**src/logic/rsa_array_pkg.sv**
```systemverilog
// array geometry and datapath word types, imported by every module that moves matrix data
`default_nettype none

package rsa_array_pkg;

    localparam int ROWS   = 4;   // array rows
    localparam int COLS   = 4;   // array columns
    localparam int DEPTH  = 4;   // inner dimension, operand pairs per cell
    localparam int DATA_W = 16;  // word width

    typedef logic signed [DATA_W-1:0] data_t;  // all arithmetic wraps modulo 2^16

    // west edge slice, or one drained column of results
    typedef struct packed {
        data_t [ROWS-1:0] w;  // one word per array row
    } row_vec_t;

    typedef struct packed {
        data_t [COLS-1:0] w;  // one word per array column, south edge slice
    } col_vec_t;

    // indexed [row][k], the same shape serves A, B and M
    typedef data_t [ROWS-1:0][DEPTH-1:0] mat_t;

endpackage

`default_nettype wire

```
**src/logic/rsa_ctrl_pkg.sv**
```systemverilog
// job descriptor, adder opcodes and sequencer states, imported by the control side of the array
`default_nettype none

package rsa_ctrl_pkg;

    import rsa_array_pkg::*;

    localparam int FEED_LEN  = DEPTH + ROWS + COLS - 2;  // edge feed cycles per job
    localparam int LATCH_CYC = DEPTH + ROWS + COLS - 1;  // feed clock value once all cells latched
    localparam int CNT_W     = $clog2(LATCH_CYC + 1);
    localparam int DRAIN_W   = $clog2(COLS);

    typedef enum logic [1:0] {
        MODE_PASS = 2'd0,  // out = P
        MODE_ADD  = 2'd1,  // out = M + P
        MODE_SUB  = 2'd2   // out = M - P
    } add_mode_e;

    typedef enum logic [1:0] {
        SEQ_IDLE,
        SEQ_FEED,   // edges driven, strobes rippling through the grid
        SEQ_DRAIN   // results shifted out of column 0
    } seq_state_e;

    typedef struct packed {
        mat_t      a;
        mat_t      b;
        mat_t      m;
        add_mode_e mode;
    } job_t;

endpackage

`default_nettype wire

```
**src/logic/operand_feeder.sv**
```systemverilog
// holds A and B of a job and drives the skewed west and south edge lanes of the array
`timescale 1ns/1ps
`default_nettype none

module operand_feeder
    import rsa_array_pkg::*;
    import rsa_ctrl_pkg::*;
(
    input  wire       clk,
    input  wire       i_reset,
    input  wire       i_load,   // capture A and B
    input  wire mat_t i_a,
    input  wire mat_t i_b,
    input  wire       i_feed,   // one feed step per cycle while high
    output row_vec_t  o_west,
    output col_vec_t  o_south
);

    mat_t             a_q;     // A[row][k]
    mat_t             b_q;     // B[k][col]
    logic [CNT_W-1:0] step_q;  // feed cycle f

    // lane gets element k = step - lane while its skew window is open, else zero
    function automatic data_t skew_pick(input mat_t m, input int lane, input int step,
                                        input logic by_col);
        int k;
        k = step - lane;
        if (k < 0 || k >= DEPTH) begin
            return '0;
        end
        return by_col ? m[k][lane] : m[lane][k];
    endfunction

    always_ff @(posedge clk) begin
        if (i_load) begin
            a_q <= i_a;
            b_q <= i_b;
        end
    end

    always_ff @(posedge clk) begin
        if (i_reset) begin
            step_q <= '0;
        end else if (i_load) begin
            step_q <= '0;  // every job starts at f=0
        end else if (i_feed) begin
            step_q <= step_q + 1'b1;
        end
    end

    // registered edge lanes, zero outside the feed window
    always_ff @(posedge clk) begin
        for (int i = 0; i < ROWS; i++) begin
            o_west.w[i] <= i_feed ? skew_pick(a_q, i, int'(step_q), 1'b0) : '0;
        end
        for (int j = 0; j < COLS; j++) begin
            o_south.w[j] <= i_feed ? skew_pick(b_q, j, int'(step_q), 1'b1) : '0;
        end
    end

endmodule

`default_nettype wire

```
**config.mk**
```make
export PLATFORM = sky130hd
export DESIGN_NAME = operand_feeder
export DESIGN_NICKNAME = d
export VERILOG_FILES = /design/src/logic/rsa_array_pkg.sv /design/src/logic/rsa_ctrl_pkg.sv /design/src/logic/operand_feeder.sv
export SDC_FILE = /design/constraint.sdc
export NUM_CORES = 1
export LEC_CHECK = 0
export BUFFER_PORTS_ARGS = -buffer_cell sky130_fd_sc_hd__buf_2
export CORE_AREA = 2 2 252 254
export CTS_BUF_LIST = sky130_fd_sc_hd__clkbuf_16
export CTS_CLUSTER_SIZE = 8
export DETAILED_ROUTE_END_ITERATION = 7
export DIE_AREA = 0 0 254 256
export GPL_TIMING_DRIVEN = 1
export SLEW_MARGIN = 20
export SYNTH_ARGS = -nofsm -noshare
export SYNTH_HDL_FRONTEND = slang
export SYNTH_SLANG_ARGS = --single-unit
```
**constraint.sdc**
```tcl
create_clock -name clk -period 5.4 [get_ports clk]
set_input_delay 0.27 -clock clk [delete_from_list [all_inputs] [get_ports clk]]
set_output_delay 0.27 -clock clk [all_outputs]
set_load 0.05 [all_outputs]
```
==> impl_metrics.csv <==
group,metric,value,unit
clock_tree,cts_max_path_buffers,3,
floorplanning,ios,644,
yosys,syn_inst,1023,
setup_path,crit_slowest_cell,"ha_4",
pwr,power.leakage,13.6,nW
place,hpwlAfterDp,38700,µm
timing,period_share,0.503,
clock_tree,cts_root_buffer,"clkbuf_16",
run,maxCapViolations,0,
yosys,async_reset_ff_frac,0,
setup_path,reg2reg_from,"step_q[1]",
yosys,synth_area,0.0224,mm²
floorplanning,fp.dieW,254,µm
clock_tree,cts_hold_buf,513,
setup_path,critPathCaptureType,"flip-flop",
place,gp_congestion,0.787,
worst_hold_path,holdCritStartpoint,"i_load",
timing,period_minus_slack,2.72,ns
clock_tree,clk_latency,0.62,ns
routing,viasPerCell,4.61,
grt,grt_pass1_wl,95500,µm
timing,max-slew-margin-rel,0.272,
setup_path,worst-path-buf-inv,1,
timing,worstMarginPinSlew,1.09,ns
grt,antenna_found_initial,14,
routing,drtIter0Drc,870,
yosys,synth_largest_area_cell,"edfxtp_1",
yosys,netlist.area_leader.share,0.685,
grt,grt_overflow_total,0,
cells_and_area,utilization,0.553,
routing,first_pass_iters,5,
worst_hold_path,worst_hold_path_type,"in2reg",
setup_path,required,5.83,ns
yosys,ys.warnings.count,0,
grt,grt_max_degree,147,
setup_path,cp.arrival,3.15,ns
setup_path,rrSetupSlack,2.68,ns
floorplanning,die_height,256,µm
grt,grt_pass1_vias,16600,
yosys,synth_area_leaders,"edfxtp_1 69%, mux4_2 13%, dfxtp_1 12%",
routing,postRouteAntennaNets,0,
clock_tree,tritoncts,"built",
yosys,seq_area_frac_synth,0.803,
routing,wire_per_inst,20.3,µm
clock_tree,cts_made_buffers,91,
yosys,synth_common_cells,"512 x edfxtp_1, 132 x dfxtp_1, 128 x mux4_2",
floorplanning,core,0.0624,mm²
cells_and_area,syn_to_final_growth,53.9,%
setup_path,reg2reg_to,"o_west[55]",
grt,grtUsageTotal,0.196,
yosys,yosys.cell_count.top_type,"edfxtp_1",
pwr,p_per_area,351,mW/mm²
timing,setup_violations,0,
routing,vias,14600,
timing,rsz0062_at_grt,"false",
cells_and_area,drive_above_1_share,0.385,
pwr,irDropWorstVdd,283,µV
setup_path,crit_family,"adder cells",
place,io_buffers,643,
timing,fmax,0.368,GHz
yosys,synth_edf_count,512,
timing,drv_slew,0,
yosys,ys_ff_latch,644,
setup_path,start_kind,"flip-flop",
setup_path,max_stage_delay,0.97,ns
clock_tree,clock-sinks,644,
pwr,total_power,12.1,mW
setup_path,rr_worst_depth,5,
cells_and_area,nets,2753,
worst_hold_path,holdPathEnd,"a_q[182]",
clock_tree,clk_pin_slew,0.05,ns
routing,routed_wl,64300,µm
yosys,synth_ff_type,"edfxtp_1",
clock_tree,cts_setup_buffers,0,
routing,drc,0,
timing,final_hold_viol_count,0,
setup_path,critPathMaxFanout,65,
clock_tree,cts-htree-levels,3,
status,run_status,"completed",
yosys,syn_nets,1546,
setup_path,cp_cell_sequence,"inv_1, ha_4, mux4_2, nand2_1, a21oi_1",
setup_path,worstSetupPathType,"reg2reg",
clock_tree,cts_resized,0,
worst_hold_path,holdPathStages,1,
floorplanning,initial_core_util,0.360,
timing,setup_tns,0,ns
timing,whs,0.203,ns
yosys,syn_avg_cell_area,21.9,µm²
yosys,synthDistinctLibCells,27,
floorplanning,dieArea,0.0650,mm²
floorplanning,placementRows,92,
timing,clock_skew,0.0285,ns
## flip-flops by register name, indices dropped and copies added (netlist names)
register  count
a_q         256
b_q         256
o_south      64
o_west       64
step_q        4
## routing by layer
metal / GRT usage / routed length (µm)
met2: 0.345 / 33600
met4: 0.0980 / 2720
met1: 0.215 / 23100
met5: 0 / 27
met3: 0.0553 / 4880
## worst register-to-register path, delay by kind of cell, from the launching register on
kind,cells,cell delay [ns]
AO/OA/AOI/OAI,1,0.06
adder cells (fa/ha/maj),1,0.98
buffers and inverters,1,0.22
flip-flops,1,0.62
multiplexers,1,0.57
AND/OR/NAND/NOR,1,0.08
## placed cells by master (no fill, tap or decap), types with 2 or more instances in the layout
cell           synthesis  final
a21oi_1               32     32
buf_12                 0      4
buf_2                 16    642
buf_4                  8      8
clkbuf_16              0     91
clkinv_16              0      3
dfxtp_1              132    130
dfxtp_4                0      2
diode_2                0     12
dlygate4sd3_1          0    513
edfxtp_1             512    512
ha_1                   7      6
inv_1                  3     73
inv_16                 0      2
mux4_2               128    128
nand2_1               37     37
nand2b_1               2      2
nand3_1                2      2
nor2b_1               32     32
nor3_1                 4      4
nor3b_1               64     64
xnor2_1                3      3
## kinds of logic (layout without fill, tap and decap cells)
kind of cell    count (synthesis)  count (layout)  synth area share
compound gates                 36              36           0.00848
xor+xnor                        5               5           0.00195
fa+ha+maj                       7               7           0.00390
buf+inv                        58            1343            0.0143
flops                         644             644             0.803
mux                           129             129             0.129
other cells                     0              12                 0
simple gates                  144             144            0.0393
## per-stage QoR
stage,std cells,setup slack [ns],cell area [µm²]
final,3166,2.68,34500
after floorplan,1023,3.23,22400
after global placement,2469,2.73,26600
after global routing,3164,2.55,34500
after detailed placement,2469,2.67,26600
after CTS,3153,2.61,34500
## report_power, final
group	internal, mW	switching, mW	leakage (nW)	total (mW)
clock	3.11	2.17	1.58	5.28
combinational	0.604	0.417	5.95	1.02
sequential	5.73	0.0996	6.08	5.83
## area by class of cell
| class | instances | area [µm²] |
|---|---|---|
| diodes | 12 | 30.0 |
| fillers | 4778 | 27900 |
| well taps | 846 | 1060 |
| multi-input cells | 321 | 4130 |
| flip-flops and latches | 644 | 18000 |
| clock inverters | 80 | 459 |
| clock buffers | 91 | 2280 |
| repair buffers | 1169 | 8530 |
| inverters | 3 | 11.3 |
## worst max path at each step
| stage | start | end | slack [ns] | cells after the start |
|---|---|---|---|---|
| floorplan | step_q[1] | o_south[29] | 3.23 | 8 |
| global placement | step_q[1] | o_west[31] | 2.73 | 4 |
| detailed placement | step_q[1] | o_west[29] | 2.67 | 5 |
| CTS | step_q[1] | o_west[29] | 2.61 | 5 |
| global route | step_q[1] | o_west[55] | 2.55 | 5 |
| finish | step_q[1] | o_west[55] | 2.68 | 5 |
(Power assumes the default switching activity.)
