<file path="config.mk">
export PLATFORM = sky130hd
export DESIGN_NAME = array_sequencer
export DESIGN_NICKNAME = d
export VERILOG_FILES = /design/src/logic/rsa_array_pkg.sv /design/src/logic/rsa_ctrl_pkg.sv /design/src/logic/array_sequencer.sv
export SDC_FILE = /design/constraint.sdc
export NUM_CORES = 1
export LEC_CHECK = 0
export BUFFER_PORTS_ARGS = -buffer_cell sky130_fd_sc_hd__buf_2
export CAP_MARGIN = 20
export CORE_MARGIN = 1
export CORE_UTILIZATION = 30
export DETAILED_ROUTE_END_ITERATION = 7
export GPL_ROUTABILITY_DRIVEN = 0
export HOLD_SLACK_MARGIN = 0.12
export PLACE_DENSITY = 0.53
export SKIP_LAST_GASP = 1
export SLEW_MARGIN = 20
export SYNTH_ARGS = -nofsm -noshare
export SYNTH_HDL_FRONTEND = slang
export SYNTH_SLANG_ARGS = --single-unit
export TNS_END_PERCENT = 10
</file>
<file path="constraint.sdc">
create_clock -name clk -period 3.2 [get_ports clk]
set_input_delay 0.48 -clock clk [delete_from_list [all_inputs] [get_ports clk]]
set_output_delay 0.48 -clock clk [all_outputs]
set_load 0.005 [all_outputs]
</file>
<file path="src/logic/rsa_array_pkg.sv">
// array geometry and datapath word types, imported by every module that moves matrix data
`default_nettype none

package rsa_array_pkg;

    localparam int ROWS   = 4;   // array rows
    localparam int COLS   = 4;   // array columns
    localparam int DEPTH  = 4;   // inner dimension, operand pairs per cell
    localparam int DATA_W = 16;  // word width

    typedef logic signed [DATA_W-1:0] data_t;  // all arithmetic wraps modulo 2^16

    // west edge slice, or one drained column of results
    typedef struct packed {
        data_t [ROWS-1:0] w;  // one word per array row
    } row_vec_t;

    typedef struct packed {
        data_t [COLS-1:0] w;  // one word per array column, south edge slice
    } col_vec_t;

    // indexed [row][k], the same shape serves A, B and M
    typedef data_t [ROWS-1:0][DEPTH-1:0] mat_t;

endpackage

`default_nettype wire

</file>
<file path="src/logic/rsa_ctrl_pkg.sv">
// job descriptor, adder opcodes and sequencer states, imported by the control side of the array
`default_nettype none

package rsa_ctrl_pkg;

    import rsa_array_pkg::*;

    localparam int FEED_LEN  = DEPTH + ROWS + COLS - 2;  // edge feed cycles per job
    localparam int LATCH_CYC = DEPTH + ROWS + COLS - 1;  // feed clock value once all cells latched
    localparam int CNT_W     = $clog2(LATCH_CYC + 1);
    localparam int DRAIN_W   = $clog2(COLS);

    typedef enum logic [1:0] {
        MODE_PASS = 2'd0,  // out = P
        MODE_ADD  = 2'd1,  // out = M + P
        MODE_SUB  = 2'd2   // out = M - P
    } add_mode_e;

    typedef enum logic [1:0] {
        SEQ_IDLE,
        SEQ_FEED,   // edges driven, strobes rippling through the grid
        SEQ_DRAIN   // results shifted out of column 0
    } seq_state_e;

    typedef struct packed {
        mat_t      a;
        mat_t      b;
        mat_t      m;
        add_mode_e mode;
    } job_t;

endpackage

`default_nettype wire

</file>
<file path="src/logic/array_sequencer.sv">
// job FSM, paces edge feeding, the clear and done strobes and the column drain of each job
`timescale 1ns/1ps
`default_nettype none

module array_sequencer
    import rsa_array_pkg::*;
    import rsa_ctrl_pkg::*;
(
    input  wire  clk,
    input  wire  i_reset,
    input  wire  i_start,
    output logic o_busy,
    output logic o_load,      // capture strobe for feeder and adder
    output logic o_feed,      // feeder steps while high
    output logic o_cal_en,    // clear into cell (0,0)
    output logic o_cal_done,  // done into cell (0,0)
    output logic o_shift,     // drain level to all cells
    output logic o_beat,      // adder takes a column
    output logic o_last
);

    seq_state_e         state_q;
    logic [CNT_W-1:0]   fcnt_q;    // feed clock, runs one ahead of the edge data
    logic [DRAIN_W-1:0] dcnt_q;    // drain beat index
    logic               tail_q;    // keeps busy up over the done cycle
    logic               accept;
    logic               drain_on;

    assign accept   = i_start && !o_busy;  // starts while busy are dropped
    assign drain_on = (state_q == SEQ_DRAIN);

    assign o_busy  = (state_q != SEQ_IDLE) || tail_q;
    assign o_load  = accept;
    assign o_feed  = (state_q == SEQ_FEED) && (fcnt_q < CNT_W'(FEED_LEN));
    assign o_shift = drain_on;
    assign o_beat  = drain_on;
    assign o_last  = drain_on && (dcnt_q == DRAIN_W'(COLS - 1));

    always_ff @(posedge clk) begin
        if (i_reset) begin
            state_q    <= SEQ_IDLE;
            fcnt_q     <= '0;
            dcnt_q     <= '0;
            tail_q     <= 1'b0;
            o_cal_en   <= 1'b0;
            o_cal_done <= 1'b0;
        end else begin
            tail_q     <= o_last;
            // registered so they meet the registered edge data of f=0 and f=DEPTH
            o_cal_en   <= (state_q == SEQ_FEED) && (fcnt_q == '0);
            o_cal_done <= (state_q == SEQ_FEED) && (fcnt_q == CNT_W'(DEPTH));
            case (state_q)
                SEQ_IDLE: begin
                    fcnt_q <= '0;
                    dcnt_q <= '0;
                    if (accept) begin
                        state_q <= SEQ_FEED;
                    end
                end
                SEQ_FEED: begin
                    fcnt_q <= fcnt_q + 1'b1;
                    // last cell has latched, drain starts next cycle
                    if (fcnt_q == CNT_W'(LATCH_CYC)) begin
                        state_q <= SEQ_DRAIN;
                    end
                end
                SEQ_DRAIN: begin
                    dcnt_q <= dcnt_q + 1'b1;
                    if (o_last) begin
                        state_q <= SEQ_IDLE;
                    end
                end
                default: begin
                    state_q <= SEQ_IDLE;
                end
            endcase
        end
    end

endmodule

`default_nettype wire

</file>
==> key figures <==
Outcome
  • Status: finished, final reports clean

Floorplanning
  • Die X: between 40 and 50 um
  • Die Area: 0.001879 mm2
  • IO Pins: 11
  • Initial Utilization: 0.3291
  • Chip height: approximately 43 um
  • Core Box Area: approximately 0.0016 mm2
  • Std-Cell Rows: 14

Timing
  • Setup Viol. Count Final: 0
  • Fin crit share: 0.5570
  • Final hold vios: 0
  • Worst Skew: roughly 0.0032 ns
  • Minimum clock period: between 1.5 and 2 ns
  • RSZ-0062 raised after global routing: false
  • Slew margin rel.: 0.7374
  • Setup TNS: 0 ns
  • FMAX: roughly 560 MHz
  • Final setup margin: 1.418 ns
  • Worst slew pin tran: approximately 0.4 ns
  • Pins Over Slew Limit: 0

Global route
  • Met1 GRT Util: 0.1192
  • Tot GR Track Use: 0.1147
  • Vias in the first global route: 389
  • Initial antenna violation count: 0
  • M2 GR Usage: 0.1758
  • GRT overflow: 0
  • Largest net degree at the start of global routing: 12
  • Gr busiest metal: met2
  • Met3 usage: 0.06667
  • First-pass GRT wire length: about 1.5 mm

Yosys
  • Top cell type's share of synthesized area: 0.4293
  • Ranking of synthesized cells by area: dfxtp_1 (43%), ha_1 (7.3%), nor2_1 (4.4%)
  • EDFF count, synth: 0
  • Yosys warnings: 0
  • Post-synthesis sequential area ratio: 0.4293
  • Avg Cell Area, Syn: about 9 um2
  • Mapped Nets: between 60 and 70
  • Largest area contributor in the netlist: dfxtp_1
  • Ys async rst share: 0
  • Top_reg_cell synth: dfxtp_1
  • Post-Synthesis Cells: 57
  • Unique masters post-synth: 26
  • Seq cells post-synth: 11
  • Mapped Area: roughly 510 um2

Critical path
  • Worst r2r dst: fcnt_q[3]$_SDFFE_PP0P_
  • WP data arrival: approximately 1.3 ns
  • Critical path class: reg2out
  • CP Capture Point: o_load
  • Worst reg2reg path depth: 3
  • Worst setup SP type: flip-flop
  • CP required: ~2.7 ns
  • Max Fanout on Critical Path: 10
  • Worst r2r src: state_q[0]$_SDFFE_PP0P_
  • CP startpoint: state_q[0]$_SDFFE_PP0P_
  • Critical path capture point type: output pin
  • Reg2reg setup slack: around 1.9 ns

Finish
  • # diodes: 0
  • Nets@finish: 75
  • Design Area, Final: a little under 600 um2
  • Layout cells sized above 1: 0.2206
  • Most common cell after layout, fill and taps aside: dfxtp_1
  • Synth-to-Final Area Change: 15.12%
  • Filler cell count: around 170
  • Commonest cells after routing, fill and taps aside: dfxtp_1 (11), buf_2 (10), nor2_1 (6)

Placed design
  • Placed cell area: ~560 um2
  • Post-DP HPWL: 648.3 um
  • Place WS: about 1.7 ns
  • PortBufs: 10

Routing
  • Via density: 4.893
  • Drt total wl: 900 um
  • Post-route ant nets: 0
  • Iteration-0 DRC Markers: 15
  • Drc violations: 0
  • Total via count in the routed design: a little over 400
  • Drt pass-1 iters: 4
  • DR WL/cell: ~11 um

Power
  • Maximum vdd drop: ~240 uV
  • Power consumption: between 0.0002 and 0.0003 W
  • Power per Cell Area: about 440 mW/mm2
  • Pleak: approximately 0.25 nW

Clock network
  • CTS tree: built
  • H-tree depth: 1
  • Clock insertion delay at the later pin of the skew report: 0.27 ns
  • Hold buffer count at cts: 0
  • Root Driver: clkbuf_4
  • Clock slew at reported path FFs: 0.07 ns
  • Total setup buffers inserted after CTS: 0
  • CTS Buf Count: 3
  • CTS resizes: 0
  • Clock Tree Buf Depth: 2
  • Num Clock Sinks: 11

Job
  • Maxcap violations: 0

Hold path
  • Hold Path Class: reg2reg
synth_stat cells (2+ instances only):
library cell and number:
o21ai_0 2, nor2_1 6, ha_1 3, nand2_1 3, a22oi_1 2, a21oi_1 2, buf_4 2, nand3b_1 2
nor2b_1 3, nand3_1 2, or3_1 2, dfxtp_1 11, inv_1 4
worst min-delay path by stage:
stage,start,end,slack (ns),cells past startpoint
CTS,fcnt_q[1]$_SDFFE_PP0P_,fcnt_q[1]$_SDFFE_PP0P_,0.52,2
detailed placement,fcnt_q[1]$_SDFFE_PP0P_,fcnt_q[1]$_SDFFE_PP0P_,0.51,2
finish,fcnt_q[1]$_SDFFE_PP0P_,fcnt_q[1]$_SDFFE_PP0P_,0.52,2
floorplan,fcnt_q[1]$_SDFFE_PP0P_,fcnt_q[1]$_SDFFE_PP0P_,0.47,2
global placement,dcnt_q[1]$_SDFFE_PP0P_,dcnt_q[1]$_SDFFE_PP0P_,0.51,2
global route,i_reset,dcnt_q[0]$_SDFFE_PP0P_,0.53,2
critical path, cell delays in order (launching register included):
cell     delay [ns]
dfxtp_1        0.43
or3_1          0.41
nor2_1         0.09
buf_2          0.11
report_power, final:
part	internal (W)	leakage, nW	switching (W)
Clock	0.0000483	0.0150	0.0000454
Combinational	0.00000984	0.145	0.0000103
Sequential	0.000140	0.0892	0.00000488
per-stage QoR:
stage	util	cells	hold slack (ns)
2_1_floorplan	-	57	0.4741
3_3_place_gp	0.3620	80	0.5105
3_5_place_dp	0.3620	80	0.5116
4_1_cts	0.3788	84	0.5221
5_1_grt	0.3788	84	0.5258
6_report	0.3788	84	0.5207
layer usage:
layer  part of all wire  wire length, um
met5                  0                0
met4              0.019               17
met3              0.058               52
met2               0.43              389
met1               0.49              441
registers in the layout (all words and copies together), names as in the netlist:
name,cells
state_q,2
tail_q,1
dcnt_q,2
o_cal_done,1
o_cal_en,1
fcnt_q,4
area by class of cell:
class | instances | area (um2) | area share
Clock buffer | 4 | 26.28 | 0.04449
Tap cell | 16 | 20.02 | 0.03390
Sequential cell | 11 | 220.2 | 0.3729
Inverter | 4 | 15.01 | 0.02542
Timing Repair Buffer | 10 | 50.05 | 0.08475
Multi-Input combinational cell | 39 | 259.0 | 0.4386
cell families after synthesis:
group                      share of synthesized area
and+or+nand+nor                               0.3000
buffers and inverters                        0.06583
AOI/OAI and AO/OA                             0.1122
muxes                                        0.01951
DFF                                           0.4293
adders and majority gates                    0.07318
Power figures use the tool's default switching activity.
