## src/logic/rsa_array_pkg.sv

```systemverilog
// array geometry and datapath word types, imported by every module that moves matrix data
`default_nettype none

package rsa_array_pkg;

    localparam int ROWS   = 4;   // array rows
    localparam int COLS   = 4;   // array columns
    localparam int DEPTH  = 4;   // inner dimension, operand pairs per cell
    localparam int DATA_W = 16;  // word width

    typedef logic signed [DATA_W-1:0] data_t;  // all arithmetic wraps modulo 2^16

    // west edge slice, or one drained column of results
    typedef struct packed {
        data_t [ROWS-1:0] w;  // one word per array row
    } row_vec_t;

    typedef struct packed {
        data_t [COLS-1:0] w;  // one word per array column, south edge slice
    } col_vec_t;

    // indexed [row][k], the same shape serves A, B and M
    typedef data_t [ROWS-1:0][DEPTH-1:0] mat_t;

endpackage

`default_nettype wire

```

## src/logic/rsa_ctrl_pkg.sv

```systemverilog
// job descriptor, adder opcodes and sequencer states, imported by the control side of the array
`default_nettype none

package rsa_ctrl_pkg;

    import rsa_array_pkg::*;

    localparam int FEED_LEN  = DEPTH + ROWS + COLS - 2;  // edge feed cycles per job
    localparam int LATCH_CYC = DEPTH + ROWS + COLS - 1;  // feed clock value once all cells latched
    localparam int CNT_W     = $clog2(LATCH_CYC + 1);
    localparam int DRAIN_W   = $clog2(COLS);

    typedef enum logic [1:0] {
        MODE_PASS = 2'd0,  // out = P
        MODE_ADD  = 2'd1,  // out = M + P
        MODE_SUB  = 2'd2   // out = M - P
    } add_mode_e;

    typedef enum logic [1:0] {
        SEQ_IDLE,
        SEQ_FEED,   // edges driven, strobes rippling through the grid
        SEQ_DRAIN   // results shifted out of column 0
    } seq_state_e;

    typedef struct packed {
        mat_t      a;
        mat_t      b;
        mat_t      m;
        add_mode_e mode;
    } job_t;

endpackage

`default_nettype wire

```

## src/logic/result_adder.sv

```systemverilog
// per-row output adder, passes each drained column or combines it with the matching M column
`timescale 1ns/1ps
`default_nettype none

module result_adder
    import rsa_array_pkg::*;
    import rsa_ctrl_pkg::*;
(
    input  wire            clk,
    input  wire            i_reset,
    input  wire            i_load,   // capture M and mode
    input  wire mat_t      i_m,
    input  wire add_mode_e i_mode,
    input  wire            i_beat,   // drained column present
    input  wire            i_last,   // final column of the job
    input  wire row_vec_t  i_drain,
    output logic           o_valid,
    output row_vec_t       o_col,
    output logic           o_done
);

    mat_t      m_q;     // slot 0 of every row holds the column under work
    add_mode_e mode_q;

    function automatic data_t apply_mode(input add_mode_e mode, input data_t m, input data_t p);
        case (mode)
            MODE_ADD: return m + p;
            MODE_SUB: return m - p;
            default:  return p;
        endcase
    endfunction

    always_ff @(posedge clk) begin
        if (i_reset) begin
            mode_q <= MODE_PASS;
        end else if (i_load) begin
            mode_q <= i_mode;
        end
    end

    always_ff @(posedge clk) begin
        if (i_load) begin
            m_q <= i_m;
        end else if (i_beat) begin
            for (int i = 0; i < ROWS; i++) begin
                m_q[i] <= m_q[i] >> DATA_W;  // next M column moves into slot 0
            end
        end
    end

    always_ff @(posedge clk) begin
        if (i_beat) begin
            for (int i = 0; i < ROWS; i++) begin
                o_col.w[i] <= apply_mode(mode_q, m_q[i][0], i_drain.w[i]);
            end
        end
    end

    always_ff @(posedge clk) begin
        if (i_reset) begin
            o_valid <= 1'b0;
            o_done  <= 1'b0;
        end else begin
            o_valid <= i_beat;
            o_done  <= i_beat && i_last;  // rides with the last column
        end
    end

endmodule

`default_nettype wire

```

## config.mk

```make
export PLATFORM = sky130hd
export DESIGN_NAME = result_adder
export DESIGN_NICKNAME = d
export VERILOG_FILES = /design/src/logic/rsa_array_pkg.sv /design/src/logic/rsa_ctrl_pkg.sv /design/src/logic/result_adder.sv
export SDC_FILE = /design/constraint.sdc
export NUM_CORES = 1
export LEC_CHECK = 0
export BUFFER_PORTS_ARGS = -buffer_cell sky130_fd_sc_hd__buf_4
export CAP_MARGIN = 20
export CELL_PAD_IN_SITES_DETAIL_PLACEMENT = 0
export CELL_PAD_IN_SITES_GLOBAL_PLACEMENT = 1
export CORE_ASPECT_RATIO = 0.7
export CORE_MARGIN = 3
export CORE_UTILIZATION = 39
export DETAILED_ROUTE_END_ITERATION = 10
export PLACE_DENSITY_LB_ADDON = 0.1
export SKIP_LAST_GASP = 1
export SYNTH_ARGS = -nofsm -noshare
export SYNTH_HDL_FRONTEND = slang
export SYNTH_SLANG_ARGS = --single-unit
```

## constraint.sdc

```tcl
create_clock -name clk -period 4.7 [get_ports clk]
set_input_delay 0.235 -clock clk [delete_from_list [all_inputs] [get_ports clk]]
set_output_delay 0.235 -clock clk [all_outputs]
set_load 0.1 [all_outputs]
```

==> flow_summary_export.csv, run 1 <==
group,metric,value,unit
die,dieWidth,255,um
synthesis,yosys_warnings,0,
outcome,status,"completed",
clocking,clock_latency,0.52,ns
synthesis,synth_edf_count,320,
global_routing,first_global_vias,12400,
route,wirelength,42.7,mm
clocking,cts_resized,0,
cells_and_area,syn2layout_area_growth,37.8,%
synthesis,synth_top_family_by_area,"multiplexers",
timing,clock_skew,0.0110,ns
route,route.met2.wl,20.5,mm
placed_design,place.gp.congestion,0.845,
synthesis,synthArstFlopShare,0,%
synthesis,synth_mux_area_share,13.7,%
worst_setup_path,critPathMaxStageDelay,0.71,ns
worst_setup_path,cp_top_family,"simple AND/OR/NAND/NOR gates",
worst_setup_path,reg2reg_depth,14,
cells_and_area,drive_above_1_share,34.9,%
cells_and_area,n_antenna_cell,0,
synthesis,synth-simple-area-share,8.87,%
synthesis,synthCells,1305,
cells_and_area,nNetsFinal,2260,
synthesis,synth_top_cell_by_area,"edfxtp_1",
die,die_y,181,um
die,boundaryPins,393,
clocking,htreeDepth,2,
route,postRouteAntennaNets,0,
worst_setup_path,crit_buf_inv,2,
route,dr.first_iter.drc_count,689,
timing,hold_slack,0.0279,ns
placed_design,port_buffers,392,
synthesis,ys_types,61,
die,dieArea,0.0461,mm^2
route,met3_length,2.55,mm
worst_setup_path,cp_cell_sequence,"dlygate4sd3_1 > buf_4 > nor3_1 > nor3b_1 > nor2_1 > xnor2_1 > ha_1 > and2_1 > a32o_1 > a31oi_1 > a21oi_1 > a211oi_1 > xnor2_1 > o21ai_1 > o31ai_1",
worst_setup_path,critical_path_class,"in2reg",
clocking,cts_tree,"done",
timing,setup_tns,0,ns
synthesis,synthAdderAreaFrac,5.26,%
synthesis,synth_seq_cells,324,
worst_setup_path,crit_fanout,5,
worst_setup_path,worstPathRequired,4.93,ns
route,via_count,12000,
placed_design,post-place-ws,0.680,ns
die,initial_utilization,39.8,%
flow_run,max_cap_violations,0,
clocking,clkTransAtPathRegs,0.06,ns
synthesis,syn_area_per_cell,13.0,um^2
power,vdd_drop_max,0.000233,V
global_routing,grt_usage,18.3,%
route,drc,0,
clocking,cts-hold-fix-buffers,166,
worst_setup_path,worstSetupEndpointType,"flip-flop",
worst_setup_path,reg2reg_from,"mode_q[0]",
worst_setup_path,endpoint,"o_col[15]",
timing,rsz0062_at_grt,"false",
worst_setup_path,reg2reg_to,"o_col[46]",
timing,period_share,83.1,%
timing,timing.final.hold_violations,0,
global_routing,grt_overflow,0,
worst_setup_path,r2r_slack,1.05,ns
synthesis,synth_compound_area_share,8.01,%
synthesis,synth-seq-area-share,57.0,%
worst_setup_path,worstSetupStartpoint,"i_drain[2]",
timing,drv_slew,0,
worst_setup_path,cp_num_cells,15,
timing,fmax,256,MHz
timing,worstMarginPinSlew,1.00,ns
worst_setup_path,crit_top_cell,"xnor2_1",
worst_setup_path,critPathLaunchType,"primary input",
hold_path,hold_path_class,"in2reg",
synthesis,synthXorXnorAreaFrac,5.25,%
timing,min_period,3.91,ns
synthesis,yosys.area.top_type_share,56.6,%
die,num_rows,63,
clocking,clock-sinks,324,
power,leakage,0.00950,uW
timing,final-setup-viol-count,0,
placed_design,dp_hpwl,29.8,mm
clocking,cts_root_buf,"clkbuf_16",
die,fp.coreArea,0.0426,mm^2
synthesis,synthTopCellsByArea,"edfxtp_1 (57%), mux2_2 (13%), ha_1 (4.8%)",
global_routing,grt_pass1_wl,67.4,mm
clocking,cts-buffers-inserted,37,
synthesis,synth_top_flop_cell,"edfxtp_1",
clocking,cts_max_path_buffers,3,
route,drtPass1Iterations,6,
synthesis,synth_area,0.0170,mm^2
worst_setup_path,worstPathArrival,4.14,ns
route,top_layer,"met4",
power,power_density,375,mW/mm^2
clocking,post_cts_buffers,0,
route,vias_per_cell,4.84,
global_routing,grt_antenna_before_repair,0,
timing,setup_slack,0.792,ns
synthesis,synth_fp_nets,1701,
route,wl_per_cell,17.3,um
global_routing,grt_max_degree,130,
timing,slew_headroom,33.1,%
worst_setup_path,slowest_stage,"nor3b_1",
route,wl_met1,18.4,mm
per-stage QoR:
step / power [uW] / area [um^2] / cells / util, %
global route: 9210 / 23400 / 2473 / 54.9
global placement: 5940 / 20600 / 2244 / 48.3
finish: 8770 / 23400 / 2473 / 54.9
detailed placement: 5960 / 20600 / 2244 / 48.3
CTS: 8880 / 23400 / 2473 / 54.9
floorplan: 5300 / 17000 / 1305 / -
final cells by class:
cell class | count | area (um^2)
fillers | 3622 | 19200
flip-flops and latches | 324 | 9690
multi-input cells | 896 | 7000
repair buffers | 568 | 4720
clock buffers | 43 | 948
well taps | 585 | 732
clock inverters | 20 | 184
inverters | 37 | 139
power by group:
| group | leakage (uW) | internal [uW] | switching [uW] |
|---|---|---|---|
| registers | 0.00332 | 3560 | 88.5 |
| clock network | 0.000553 | 1610 | 1150 |
| logic | 0.00563 | 973 | 1380 |
sequential cells by signal (all words and copies together) (netlist names):
signal,flops
o_valid,1
mode_q,2
m_q,256
o_col,64
o_done,1
kinds of logic (layout without fill, tap and decap cells):
group / count (synthesis) / count (layout)
flops: 324 / 324
simple gates: 299 / 299
compound gates: 219 / 219
mux: 208 / 208
xor+xnor: 101 / 101
buf+inv: 85 / 668
fa+ha+maj: 69 / 69
cell usage in the layout (no fill, tap or decap), drive strengths merged, types with 12 or more instances in the layout:
cell         count
buf            402
o21a            12
nor3            29
o21ai           63
clkinv          16
nand2           77
xnor2           72
mux2i           12
ha              65
and2            67
a31oi           12
inv             37
nand2b          15
a21o            14
clkbuf          43
edfxtp         320
a21oi           63
mux2           196
dlygate4sd3    166
nor2            64
xor2            29
worst register-to-register path: stages (launching register included):
cell	delay (ns)
dfxtp_1	0.31
inv_1	0.09
ha_4	0.50
buf_4	0.30
nor2_1	0.08
xnor2_1	0.14
ha_1	0.33
o21a_1	0.20
a21oi_1	0.26
a211oi_1	0.19
o31ai_1	0.43
a21oi_1	0.12
a21oi_1	0.19
xor2_1	0.16
o21ai_1	0.07
metal layers:
metal	track usage, %	vias to the layer above
met1	23.6	5640
met5	0	-
li1	-	5986
met3	4.48	74
met2	30.5	269
met4	5.47	0
cell usage after synthesis, drive strengths merged (5+ instances only):
master	count
nor3	29
mux2i	12
xnor2	72
buf	7
mux2	196
nor3b	5
o31ai	10
inv	37
and3	5
ha	65
o21a	12
o21bai	10
edfxtp	320
a21o	14
xor2	29
o211ai	7
and2	67
a31oi	12
a21oi	63
nand3	7
clkbuf	41
a211oi	7
o21ai	63
nor2	64
or3	10
nand2	77
nand2b	15
worst min path at each step:
| stage | start | to | slack, ns | depth (start not counted) |
|---|---|---|---|---|
| 5_1_grt | i_m[222] | m_q[222] | 0.003 | 2 |
| 2_1_floorplan | i_reset | mode_q[0] | 0.31 | 1 |
| 6_report | i_m[82] | m_q[82] | 0.03 | 2 |
| 3_3_place_gp | i_reset | mode_q[0] | 0.43 | 2 |
| 4_1_cts | i_m[135] | m_q[135] | 0.0002 | 2 |
| 3_5_place_dp | i_reset | mode_q[1] | 0.44 | 2 |
Note: power is estimated with default switching activity, not from simulation.
==> run 2: changes to the inputs <==
- CORE_UTILIZATION: 39 -> 44
- clock period: 4.7 -> 3.95 ns (I/O delays scaled with it)
==> flow_summary_export.csv, run 2 (synthesis results as in run 1) <==
group,metric,value,unit
outcome,status,"completed",
clocking,cts_root_buf,"clkbuf_16",
flow_run,max_cap_violations,0,
worst_setup_path,reg2reg_from,"mode_q[0]",
die,die_y,170,um
worst_setup_path,cp_top_family,"compound AO/OA/AOI/OAI gates",
timing,period_share,91.9,%
worst_setup_path,critPathMaxStageDelay,0.54,ns
timing,drv_slew,0,
placed_design,dp_hpwl,29.9,mm
timing,setup_slack,0.321,ns
global_routing,grt_usage,21.5,%
cells_and_area,nNetsFinal,2399,
timing,timing.final.hold_violations,0,
die,num_rows,59,
placed_design,dpl_cell_area,0.0206,mm^2
worst_setup_path,critical_path_class,"in2reg",
worst_setup_path,worstPathArrival,3.86,ns
placed_design,post-place-ws,0.337,ns
cells_and_area,regMostFlops,"m_q",
global_routing,first_global_vias,13000,
cells_and_area,fin_cells,2516,
hold_path,hold_path_class,"in2reg",
power,leakage,0.0100,uW
die,fp.coreArea,0.0376,mm^2
worst_setup_path,worstSetupEndpointType,"flip-flop",
clocking,cts_max_path_buffers,3,
power,power_density,421,mW/mm^2
worst_setup_path,worstPathRequired,4.18,ns
placed_design,place.gp.congestion,0.850,
hold_path,hold_path.startpoint,"i_m[3]",
cells_and_area,final_core_util,65.3,%
timing,min_period,3.63,ns
timing,final-setup-viol-count,0,
placed_design,dp.cells,2154,
worst_setup_path,cp_cell_sequence,"dlygate4sd3_1 > buf_4 > or3_1 > nor3b_1 > buf_4 > nor2_1 > xnor2_1 > ha_1 > and2_1 > a32o_1 > a31oi_1 > a21oi_1 > a211oi_1 > xnor2_1 > o21ai_1 > o31ai_1",
global_routing,grt_overflow,0,
global_routing,grt_pass1_wl,69.4,mm
cells_and_area,syn2layout_area_growth,44.8,%
timing,rsz0062_at_grt,"false",
hold_path,whs_endpoint,"m_q[3]",
cells_and_area,drive_above_1_share,32.6,%
cells_and_area,final_area,0.0246,mm^2
worst_setup_path,critPathLaunchType,"primary input",
worst_setup_path,reg2reg_to,"o_col[31]",
global_routing,grt_max_degree,143,
cells_and_area,layout_commonest_cell,"buf_4",
power,p_comb_share,28.3,%
placed_design,port_buffers,392,
clocking,clock-sinks,324,
power,pwr-share-clk,29.6,%
die,boundaryPins,393,
die,initial_utilization,45.1,%
cells_and_area,multi_input_area,0.00700,mm^2
worst_setup_path,reg2reg_depth,12,
timing,slew_headroom,33.5,%
worst_setup_path,r2r_slack,0.40,ns
timing,fmax,276,MHz
route,drc,0,
global_routing,grt_antenna_before_repair,3,
timing,clock_skew,0.0228,ns
cells_and_area,regArea,0.00969,mm^2
route,vias_per_cell,5.00,
power,vdd_drop_max,0.000378,V
clocking,cts-buffers-inserted,35,
clocking,clkTransAtPathRegs,0.06,ns
route,postRouteAntennaNets,0,
power,p_int,7200,uW
route,wirelength,45.3,mm
cells_and_area,largest_reg_flops,256,
route,wl_per_cell,18.0,um
die,dieWidth,241,um
route,drtPass1Iterations,5,
power,seqPwrFrac,42.0,%
clocking,htreeDepth,2,
cells_and_area,mostFrequentLayoutCells,"buf_4 (404), edfxtp_1 (320), dlygate4sd3_1 (300)",
timing,setup_tns,0,ns
timing,worstMarginPinSlew,0.998,ns
route,via_count,12600,
cells_and_area,nFillCells,2849,
clocking,clock_latency,0.52,ns
power,power.share.switching,30.4,%
clocking,cts_tree,"done",
power,p_switching,3150,uW
worst_setup_path,slowest_stage,"dlygate4sd3_1",
die,dieArea,0.0410,mm^2
route,dr.first_iter.drc_count,578,
worst_setup_path,crit_fanout,5,
hold_path,hold-path-cell-count,2,
worst_setup_path,crit_buf_inv,3,
## run 2: how the worst max path moves through the flow
stage,from,endpoint,slack (ns),cells after the start
floorplan,mode_q[0],o_col[62],0.35,14
global placement,i_drain[4],o_col[15],0.35,15
detailed placement,i_drain[4],o_col[15],0.34,15
CTS,i_drain[4],o_col[15],0.31,16
global route,mode_q[0],o_col[46],0.04,14
finish,i_drain[4],o_col[15],0.32,16
## run 2: repair_timing
item	CTS	global route
buffers inserted	0	0
setup endpoints to repair	0	1
hold buffers	300	0
hold endpoints to repair	300	0
resized for setup	0	2
## run 2: through the flow
step / total power [uW] / hold WS (ns)
3_3_place_gp: 7060 / 0.408
2_1_floorplan: 6300 / 0.270
5_1_grt: 10900 / 0.0113
3_5_place_dp: 7080 / 0.413
6_report: 10400 / 0.0227
4_1_cts: 10400 / 0.00316
## run 2: cell type report
cell class,count,area share [%]
clock buffer,44,3.74
multi-input combinational,896,28.5
clock inverter,14,0.407
sequential,324,39.4
inverter,37,0.565
timing repair buffer,709,24.9
tap,488,2.48
antenna,4,0.0407
## run 2: power by group through the flow
stage	clock network (uW)	logic, uW	registers [uW]
after global routing	3290	3180	4380
final	3070	2930	4350
after detailed placement	0	2660	4420
after CTS	3130	2930	4350
after floorplan	0	1300	5010
after global placement	0	2650	4410
## run 2: worst register-to-register path, cell delays in order, from the launching register on
cell and delay [ns]:
dfxtp_1 0.31, inv_1 0.09, ha_4 0.43, mux2i_1 0.37, ha_1 0.29, nor2b_1 0.15, o31ai_2 0.25, nand3b_1 0.14
a221o_1 0.36, a41o_1 0.33, a31oi_1 0.28, mux2i_1 0.24, o2bb2ai_1 0.07
## run 2: per-layer routing
metal | part of all wire, % | GRT usage [%] | vias to the layer above
met1 | 43 | 27.8 | 5942
met2 | 48 | 36.3 | 321
li1 | - | - | 6251
met3 | 5.4 | 4.50 | 78
met5 | 0 | 0 | -
met4 | 3.0 | 7.03 | 0
==> run 3: changes to the inputs <==
- clock period: 3.95 -> 3.8 ns (I/O delays scaled with it)
==> flow_summary_export.csv, run 3 (synthesis results as in run 1) <==
group,metric,value,unit
outcome,status,"completed",
cells_and_area,final_area,0.0247,mm^2
worst_setup_path,worstSetupStartpoint,"mode_q[0]",
power,vdd_drop_max,0.000366,V
timing,setup_slack,0.231,ns
worst_setup_path,critPathLaunchType,"flip-flop",
timing,slew_headroom,34.8,%
cells_and_area,nNetsFinal,2406,
worst_setup_path,reg2reg_depth,13,
cells_and_area,largest_reg_flops,256,
cells_and_area,final_core_util,65.6,%
global_routing,first_global_vias,13100,
die,num_rows,59,
clocking,clock_latency,0.52,ns
clocking,htreeDepth,2,
cells_and_area,nFillCells,2769,
hold_path,hold-path-cell-count,3,
worst_setup_path,worstSetupEndpointType,"flip-flop",
timing,min_period,3.57,ns
global_routing,met3_usage,4.42,%
clocking,clkTransAtPathRegs,0.06,ns
global_routing,met1_usage,28.1,%
die,initial_utilization,45.1,%
die,fp.coreArea,0.0376,mm^2
placed_design,port_buffers,392,
route,vias_per_cell,5.02,
global_routing,grt_usage,21.7,%
cells_and_area,drive_above_1_share,32.6,%
flow_run,max_cap_violations,0,
placed_design,dp_hpwl,30.0,mm
timing,final-setup-viol-count,0,
worst_setup_path,slowest_stage,"ha_4",
worst_setup_path,cp_num_cells,13,
route,drtPass1Iterations,5,
global_routing,grt_max_degree,127,
die,dieArea,0.0410,mm^2
die,dieWidth,241,um
worst_setup_path,worstPathRequired,4.04,ns
worst_setup_path,critical_path_class,"reg2reg",
clocking,cts_root_buf,"clkbuf_16",
placed_design,place.gp.congestion,0.866,
timing,clock_skew,0.0129,ns
cells_and_area,regMostFlops,"m_q",
timing,drv_slew,0,
worst_setup_path,cp_top_family,"compound AO/OA/AOI/OAI gates",
route,dr.first_iter.drc_count,545,
power,p_total,10700,uW
route,wirelength,45.3,mm
hold_path,hold_path.startpoint,"i_drain[29]",
route,wl_per_cell,17.9,um
hold_path,hold_path_class,"in2reg",
power,power_density,435,mW/mm^2
timing,timing.final.hold_violations,0,
placed_design,dpl_cell_area,0.0206,mm^2
worst_setup_path,cp_cell_sequence,"inv_1 > ha_4 > nor2_1 > xnor2_1 > ha_1 > a211oi_1 > o21ai_1 > a31o_2 > a41oi_1 > a21oi_1 > a21oi_1 > xor2_1 > o21ai_1",
worst_setup_path,critPathMaxStageDelay,0.40,ns
worst_setup_path,crit_fanout,27,
power,leakage,0.0101,uW
global_routing,grtUsageMet2,36.8,%
clocking,cts_tree,"done",
placed_design,post-place-ws,0.270,ns
die,boundaryPins,393,
timing,fmax,280,MHz
worst_setup_path,worstPathArrival,3.81,ns
route,postRouteAntennaNets,0,
cells_and_area,multi_input_area,0.00701,mm^2
cells_and_area,mostFrequentLayoutCells,"buf_4 (406), edfxtp_1 (320), dlygate4sd3_1 (307)",
global_routing,grt_antenna_before_repair,2,
cells_and_area,regArea,0.00969,mm^2
cells_and_area,syn2layout_area_growth,45.3,%
timing,period_share,93.9,%
worst_setup_path,crit_buf_inv,1,
timing,worstMarginPinSlew,0.979,ns
clocking,cts-buffers-inserted,34,
clocking,cts_max_path_buffers,3,
cells_and_area,layout_commonest_cell,"buf_4",
clocking,clock-sinks,324,
die,die_y,170,um
timing,rsz0062_at_grt,"true",
global_routing,grt_pass1_wl,69.9,mm
worst_setup_path,reg2reg_from,"mode_q[0]",
global_routing,grt_overflow,0,
route,drc,0,
route,via_count,12700,
global_routing,top_usage_layer,"met2",
==> run 3: layer usage <==
layer  wire (um)  share of wire, %
met5           0                 0
met4        1370               3.0
met3        2270               5.0
met2       22000                49
met1       19600                43
==> run 3: layout make-up <==
type / instances / area share [%]
Tap cell: 488 / 2.47
Inverter: 37 / 0.563
Sequential cell: 324 / 39.2
Clock inverter: 15 / 0.294
Antenna cell: 4 / 0.0405
Multi-Input combinational cell: 896 / 28.4
Timing Repair Buffer: 717 / 25.1
Clock buffer: 47 / 3.90
==> run 3: worst paths after layout <==
kind	to	slack (ns)
worst min-delay path	o_col[29]	0.02
worst max-delay path	o_col[30]	0.23
worst min register to register	mode_q[0]	0.53
worst max register to register	o_col[30]	0.23
==> run 3: stage by stage <==
stage,hold WS (ns),cells,TNS [ns]
4_1_cts,0.000562,2524,0
6_report,0.0233,2528,0
2_1_floorplan,0.262,1305,0
3_5_place_dp,0.410,2155,0
3_3_place_gp,0.398,2155,0
5_1_grt,0.0150,2526,-0.0129
==> run 3: timing repair <==
| item | CTS | global route |
|---|---|---|
| setup buffers | 0 | 0 |
| endpoints found under the hold margin | 307 | 0 |
| hold buffers | 307 | 0 |
| endpoints found under the setup margin | 0 | 2 |
| gates resized for setup | 0 | 2 |
==> run 3: tightest hold or removal path, stage by stage <==
cell and delay [ns]:
buf_4 0.11, nand2_1 0.06, o31ai_1 0.06
==> run 3: power breakdown <==
group / internal (uW) / leakage, uW / switching [uW]
combinational: 1300 / 0.00626 / 1760
sequential: 4410 / 0.00332 / 115
clock: 1780 / 0.000505 / 1380
total: 7490 / 0.0101 / 3250
